<file path="src/mpmul_pkg.sv">
// ********************
// Multi-word multiplier shared definitions
// Operation mode, controller states and lane widths
// ********************

package mpmul_pkg;

   // Which half of the product is returned
   // Low half counts words from the least significant end
   // High half counts words from the most significant end
   typedef enum logic [0:0] {
      MODE_LOW  = 1'b0,
      MODE_HIGH = 1'b1
   } mul_mode_t;

   // Request handshake controller states
   typedef enum logic [1:0] {
      S_IDLE    = 2'd0,
      S_BUSY    = 2'd1,
      S_DONE    = 2'd2,
      S_RELEASE = 2'd3
   } ctrl_state_t;

   // DSP input lane, one bit wider than a word
   // The spare bit keeps 17-bit partial words
   localparam int LANE_W = 17;

   // Canonical word width
   localparam int WORD_W = 16;

endpackage

</file>
<file path="src/mpmul_ctrl.sv">
// ********************
// Multiplier request controller
// Four-phase req/ack, latches one operation and
// tracks the pipeline latency
// ********************

`timescale 1ns/1ps

module mpmul_ctrl #(
   parameter int NUM_ELEMENTS = 4,
   parameter int DSP_BIT_LEN  = mpmul_pkg::LANE_W,
   parameter int WORD_LEN     = mpmul_pkg::WORD_W
) (
   input  logic                                 clk,
   input  logic                                 rst_n,
   input  logic                                 req,
   input  mpmul_pkg::mul_mode_t                 mode,
   input  logic [NUM_ELEMENTS*WORD_LEN-1:0]     a,
   input  logic [NUM_ELEMENTS*WORD_LEN-1:0]     b,
   output logic                                 ack,
   output logic [NUM_ELEMENTS*DSP_BIT_LEN-1:0]  op_a,
   output logic [NUM_ELEMENTS*DSP_BIT_LEN-1:0]  op_b,
   output mpmul_pkg::mul_mode_t                 op_mode
);

   import mpmul_pkg::*;

   // Edges left after the accept edge before ack
   // Products, reduction, then normalize on the ack edge
   localparam logic [1:0] LAT_LOAD = 2'd2;

   ctrl_state_t state;
   logic [1:0]  lat_cnt;
   logic        accept;

   assign accept = (state == S_IDLE) && req;

   always_ff @(posedge clk) begin
      if (!rst_n) begin
         state   <= S_IDLE;
         ack     <= 1'b0;
         lat_cnt <= '0;
      end else begin
         case (state)
            S_IDLE: begin
               if (req) begin
                  lat_cnt <= LAT_LOAD;
                  state   <= S_BUSY;
               end
            end
            S_BUSY: begin
               // ack rises together with the result register
               if (lat_cnt == 2'd0) begin
                  ack   <= 1'b1;
                  state <= S_DONE;
               end else begin
                  lat_cnt <= lat_cnt - 2'd1;
               end
            end
            S_DONE: begin
               // Back-pressure, hold ack until req drops
               if (!req) begin
                  ack   <= 1'b0;
                  state <= S_RELEASE;
               end
            end
            S_RELEASE: begin
               // req already seen low, one gap cycle before the next accept
               state <= S_IDLE;
            end
            default: state <= S_IDLE;
         endcase
      end
   end

   // Operand lanes, zero-extended words, fixed until the next accept
   always_ff @(posedge clk) begin
      if (accept) begin
         for (int w = 0; w < NUM_ELEMENTS; w++) begin
            op_a[w*DSP_BIT_LEN +: DSP_BIT_LEN] <= DSP_BIT_LEN'(a[w*WORD_LEN +: WORD_LEN]);
            op_b[w*DSP_BIT_LEN +: DSP_BIT_LEN] <= DSP_BIT_LEN'(b[w*WORD_LEN +: WORD_LEN]);
         end
         op_mode <= mode;
      end
   end

endmodule

</file>
<file path="config.mk">
export PLATFORM = sky130hd
export DESIGN_NAME = mpmul_ctrl
export DESIGN_NICKNAME = d
export VERILOG_FILES = /design/src/mpmul_pkg.sv /design/src/mpmul_ctrl.sv
export SDC_FILE = /design/constraint.sdc
export NUM_CORES = 1
export LEC_CHECK = 0
export BUFFER_PORTS_ARGS = -buffer_cell sky130_fd_sc_hd__buf_4
export CELL_PAD_IN_SITES_DETAIL_PLACEMENT = 1
export CELL_PAD_IN_SITES_GLOBAL_PLACEMENT = 1
export CORE_MARGIN = 5
export CORE_UTILIZATION = 35
export CTS_BUF_LIST = sky130_fd_sc_hd__clkbuf_4 sky130_fd_sc_hd__clkbuf_8
export DETAILED_ROUTE_END_ITERATION = 7
export PLACE_DENSITY_LB_ADDON = 0.15
export SLEW_MARGIN = 20
export SYNTH_ARGS = -nofsm -noshare
export SYNTH_HDL_FRONTEND = slang
export SYNTH_SLANG_ARGS = --single-unit
</file>
<file path="constraint.sdc">
create_clock -name clk -period 8.22 [get_ports clk]
set_input_delay 1.233 -clock clk [delete_from_list [all_inputs] [get_ports clk]]
set_output_delay 1.233 -clock clk [all_outputs]
set_load 0.01 [all_outputs]
</file>
==> results of run 1 <==
==> layout make-up <==
type,instances,area (um^2),area share
Sequential cell,134,3974,0.5880
Multi-Input combinational cell,39,265.3,0.03925
Clock buffer,21,264.0,0.03907
Inverter,5,18.77,0.002777
Tap cell,147,183.9,0.02722
Clock inverter,8,85.08,0.01259
Timing Repair Buffer,262,1967,0.2911
==> stage by stage <==
stage	instances	hold slack (ns)	total power [uW]
2_1_floorplan	186	0.4558	1260
3_3_place_gp	587	0.4660	1550
3_5_place_dp	587	0.4824	1573
4_1_cts	616	0.4932	2079
5_1_grt	616	0.5350	2148
6_report	616	0.4877	2044
==> flip-flops by register name, summed over array words and instances, names as in the netlist <==
| signal | flops |
|---|---|
| ack | 1 |
| lat_cnt | 2 |
| op_a | 64 |
| op_b | 64 |
| op_mode | 1 |
| state | 2 |
==> power groups by stage <==
stage	Sequential (uW)	Combinational, uW	Clock (uW)
global placement	1020	529	0
CTS	1020	544	518
floorplan	1130	133	0
finish	1010	531	500
global route	1030	572	546
detailed placement	1030	543	0
==> routing by layer <==
metal | share of wire | up-vias
met5 | 0 | -
met4 | 0.024 | 0
met1 | 0.31 | 1276
met3 | 0.12 | 22
met2 | 0.54 | 157
li1 | - | 1231
==> cell families (layout without fill, tap and decap cells) <==
kind of cell | Yosys count | count (layout)
buf+inv | 13 | 296
compound gates | 6 | 6
flops | 134 | 134
other cells | 1 | 8
mux | 3 | 3
simple gates | 16 | 16
fa+ha+maj | 6 | 6
==> cell usage after synthesis, types with 2 or more instances <==
cell type  count  area share
ha_1           6       0.018
buf_4          8       0.014
nand2_1        6      0.0053
edfxtp_1     129        0.90
inv_1          5      0.0044
dfxtp_1        5       0.023
a21oi_1        2      0.0023
mux2i_1        2      0.0047
and2_1         2      0.0029
==> critical path, cell delays in order <==
cell    delay, ns
buf_4        0.10
and2_4       0.65
buf_4        0.82
==> cell usage in the layout (no fill, tap or decap), drive strengths merged <==
cell,netlist,final
a21oi,2,2
edfxtp,129,129
o32ai,1,1
nand3,1,1
conb,1,8
o21ai,1,1
clkinv,0,6
a211oi,1,1
inv,5,5
bufinv,0,2
clkbuf,0,21
buf,8,262
and2,2,2
mux2i,2,2
a31oi,1,1
nand4,1,1
nor3b,1,1
nand2,6,6
or2,1,1
mux2,1,1
dfxtp,5,5
nand2b,2,2
ha,6,6
nor2,1,1
nor2b,1,1
==> worst max-delay path by stage <==
stage / to / slack, ns
global placement: op_a[22] / 5.00
detailed placement: op_a[22] / 4.94
global route: op_a[41] / 5.30
finish: op_a[46] / 5.40
floorplan: op_a[0] / 3.54
CTS: op_b[2] / 5.42
==> impl_metrics.yaml, run 1 <==
critical_path:
  critical_path.startpoint: "req"
  r2r_setup_slack_ns: 5.59
  cp.required_ns: 8.27
  reg2regPathDepth: 4
  r2r-end: "op_a[46]"
  r2r_start: "state[0]"
  endpoint_kind: "flop"
  path_class: "in -> reg"
  critPathMaxFanout: 71
  crit_arrival_ns: 2.87
  startpoint_type: "input pin"
die:
  core.rowCount: 40
  boundaryPins: 270
  start_util: 0.3571
  die_w_um: 120.7
  die-area_um2: 14570
  die_h_um: 120.7
  core_um2: 12010
drt:
  drtIter0Drc: 172
  viasPerCell: 4.360
  drc: 0
  wl_um: 12220
  via_count: 2686
  ant_nets: 0
  firstDrtPassIters: 4
  wire_per_inst_um: 19.84
global_route:
  use_met3: 0.08279
  grt_first_pass_wirelength_um: 17440
  met1_usage: 0.1566
  grt_start_max_net_pins: 72
  grt-busiest-layer: "met2"
  grt_pass1_vias: 2877
  grt_util_all_layers: 0.1658
  antenna_found_initial: 0
  use_met2: 0.2948
  overflow: 0
cts:
  htreeDepth: 4
  cts_resized: 0
  cts_setup_buffers: 0
  cts_buffer_depth: 2
  cts_hold_buf: 0
  insertion_delay_ns: 0.43
  cts_buffers: 17
  clk_pin_slew_ns: 0.07
  root_buffer: "clkbuf_8"
  clock-sinks: 134
  cts_tree: "built"
timing:
  setup_viol: 0
  fin_setup_tns_ns: 0
  worst_slew_pin_slew_ns: 0.8903
  rsz0062_at_grt: "false"
  fin_ws_ns: 5.398
  slew_headroom: 0.4064
  hold_viol_final: 0
  finClkSkew_ns: 0.007444
  slew_viol_final: 0
  fmax_mhz: 354.3
  fin_crit_sh: 0.3434
  fin_crit_ns: 2.822
yosys:
  avgSynthCellArea_um2: 23.96
  yosys.area_share.simple: 0.01984
  postSynthCellCount: 179
  synth_fa_ha_area_frac: 0.01750
  synth_edf_count: 129
  async_reset_ff_frac: 0
  ys_ff_latch: 134
  yosys_most_used_dff: "edfxtp_1"
  synth_warnings: 0
  synth_compound_area_frac: 0.008751
  ys_types: 23
  syn_area_um2: 4289
  ys_seq_area_frac: 0.9265
  synth_mux_area_frac: 0.008168
  synth_xor_area_frac: 0
  synth_top_family_by_area: "simple AND/OR/NAND/NOR gates"
power:
  p_leak_uw: 0.002852
  power_density_nw_per_um2: 302.5
  p_switching_uw: 562.8
  pwr-share-clk: 0.245
  seqPwrFrac: 0.496
  intPower_uw: 1481
  irDropWorstVdd_mv: 0.2106
  switching_share: 0.2753
  combPwrFrac: 0.260
layout:
  num_antenna_cells: 0
  fillerInstances: 1167
  fin_nets: 597
  area_delta_synth_final_pct: 57.56
  post-route-util: 0.5626
  drive_above_1_share: 0.6183
  post-route-cell-area_um2: 6758
outcome:
  status: "finished, final reports clean"
placed_design:
  dp_hpwl_um: 9528
  port_buffers: 261
  finalWeightedCongestion: 0.7593
  place_area_um2: 6409
  place_ws_ns: 4.943
min_path:
  holdPathEnd: "state[0]"
  min_from: "state[0]"
  hold_path_class: "reg -> reg"
  hold_path_depth: 2
job:
  drv_cap: 0
(Power assumes the default switching activity.)
==> run 2: changes to the inputs <==
--- a/config.mk
+++ b/config.mk
@@ -9,7 +9,7 @@
 export CELL_PAD_IN_SITES_DETAIL_PLACEMENT = 1
 export CELL_PAD_IN_SITES_GLOBAL_PLACEMENT = 1
 export CORE_MARGIN = 5
-export CORE_UTILIZATION = 35
+export CORE_UTILIZATION = 31
 export CTS_BUF_LIST = sky130_fd_sc_hd__clkbuf_4 sky130_fd_sc_hd__clkbuf_8
 export DETAILED_ROUTE_END_ITERATION = 7
 export PLACE_DENSITY_LB_ADDON = 0.15
==> constraint.sdc (replaced) <==
create_clock -name clk -period 2.4 [get_ports clk]
set_input_delay 0.36 -clock clk [delete_from_list [all_inputs] [get_ports clk]]
set_output_delay 0.36 -clock clk [all_outputs]
set_load 0.01 [all_outputs]
==> impl_metrics.yaml, run 2 (same netlist as run 1, synthesis figures left out) <==
critical_path:
  cp.required_ns: 2.47
  critPathMaxFanout: 94
  critical-path-slowest-cell: "buf_12"
  path_cells: "inv_1 -> ha_1 -> and2_4 -> buf_12"
  endpoint_kind: "flop"
  crit_arrival_ns: 1.74
  path_class: "reg -> reg"
  slowest_delay_ns: 0.37
  startpoint_type: "flop"
layout:
  mostFrequentLayoutCells: "buf_4 (262), edfxtp_1 (129), clkbuf_8 (17), conb_1 (8)"
  post-route-util: 0.5061
  fin_nets: 598
  drive_above_1_share: 0.6258
  reg.largest.list: "op_a x64, op_b x64"
  num_antenna_cells: 0
  area_delta_synth_final_pct: 61.87
  layout_commonest_cell: "buf_4"
timing:
  fin_setup_tns_ns: 0
  worst_slew_pin_slew_ns: 0.5079
  rsz0062_at_grt: "false"
  fmax_mhz: 596.4
  holdWs_ns: 0.09622
  fin_crit_sh: 0.6987
  fin_ws_ns: 0.7232
  hold_viol_final: 0
  finClkSkew_ns: 0.008414
  setup_viol: 0
  slew_headroom: 0.6614
  fin_crit_ns: 1.677
  slew_viol_final: 0
cts:
  insertion_delay_ns: 0.43
  root_buffer: "clkbuf_8"
  clock-sinks: 134
  clk_pin_slew_ns: 0.08
  htreeDepth: 4
  cts_buffer_depth: 2
  cts_buffers: 17
  cts_setup_buffers: 0
  cts_hold_buf: 0
  cts_tree: "built"
  cts_resized: 0
placed_design:
  dp_hpwl_um: 9422
  place_ws_ns: 0.7267
  finalWeightedCongestion: 0.7290
  port_buffers: 261
global_route:
  grt_start_max_net_pins: 95
  antenna_found_initial: 0
  overflow: 0
  use_met3: 0.06313
  grt_util_all_layers: 0.1432
  grt_pass1_vias: 2902
  grt-busiest-layer: "met2"
  met1_usage: 0.1444
  grt_first_pass_wirelength_um: 16790
  use_met2: 0.2481
die:
  start_util: 0.3126
  core.rowCount: 43
  boundaryPins: 270
  die_h_um: 127.6
  die-area_um2: 16290
  core_um2: 13720
  die_w_um: 127.6
drt:
  via_count: 2700
  drc: 0
  drtIter0Drc: 158
  firstDrtPassIters: 4
  wl_um: 12050
  ant_nets: 0
  viasPerCell: 4.135
  wire_per_inst_um: 18.46
outcome:
  status: "finished, final reports clean"
power:
  irDropWorstVdd_mv: 0.5584
  power_density_nw_per_um2: 1081
  p_leak_uw: 0.002919
min_path:
  hold_path_class: "in -> reg"
job:
  drv_cap: 0
-- run 2: layer usage --
| layer | vias to the layer above | part of all wire |
|---|---|---|
| met5 | - | 0 |
| met4 | 0 | 0.030 |
| met2 | 160 | 0.53 |
| met3 | 22 | 0.11 |
| li1 | 1242 | - |
| met1 | 1276 | 0.34 |
-- run 2: cell type report --
class	count	area, um^2
clock buffers	22	271.5
clock inverters	10	201.4
fillers	1355	6777
inverters	5	18.77
multi-input cells	39	265.3
flip-flops and latches	134	3974
well taps	180	225.2
repair buffers	263	1987
-- run 2: worst max-delay path, delay by kind of cell, from the launching register on --
kind	cells	cell delay (ns)
adder cells (fa/ha/maj)	1	0.23
AND/OR/NAND/NOR	1	0.18
flip-flops	1	0.33
buffers and inverters	2	0.50
-- run 2: power breakdown --
part	leakage, uW	total [uW]	switching [uW]	internal (uW)
clock network	0.000241	2200	811	1390
logic	0.00141	1840	977	860
registers	0.00127	3460	164	3300
-- run 2: worst paths after layout --
check             slack, ns     start  cells after the start  endpoint
setup / recovery       0.72  state[0]                      4  op_a[48]
hold reg to reg        0.49  state[0]                      2  state[0]
setup reg to reg       0.72  state[0]                      4  op_a[48]
hold / removal          0.1     b[47]                      1  op_b[49]
-- run 2: stage by stage --
| step | cells | total power, uW | cell area, um^2 |
|---|---|---|---|
| global route | 653 | 7882 | 6943 |
| global placement | 621 | 5348 | 6470 |
| detailed placement | 621 | 5403 | 6470 |
| CTS | 653 | 7626 | 6943 |
| finish | 653 | 7504 | 6943 |
| floorplan | 186 | 4248 | 4318 |
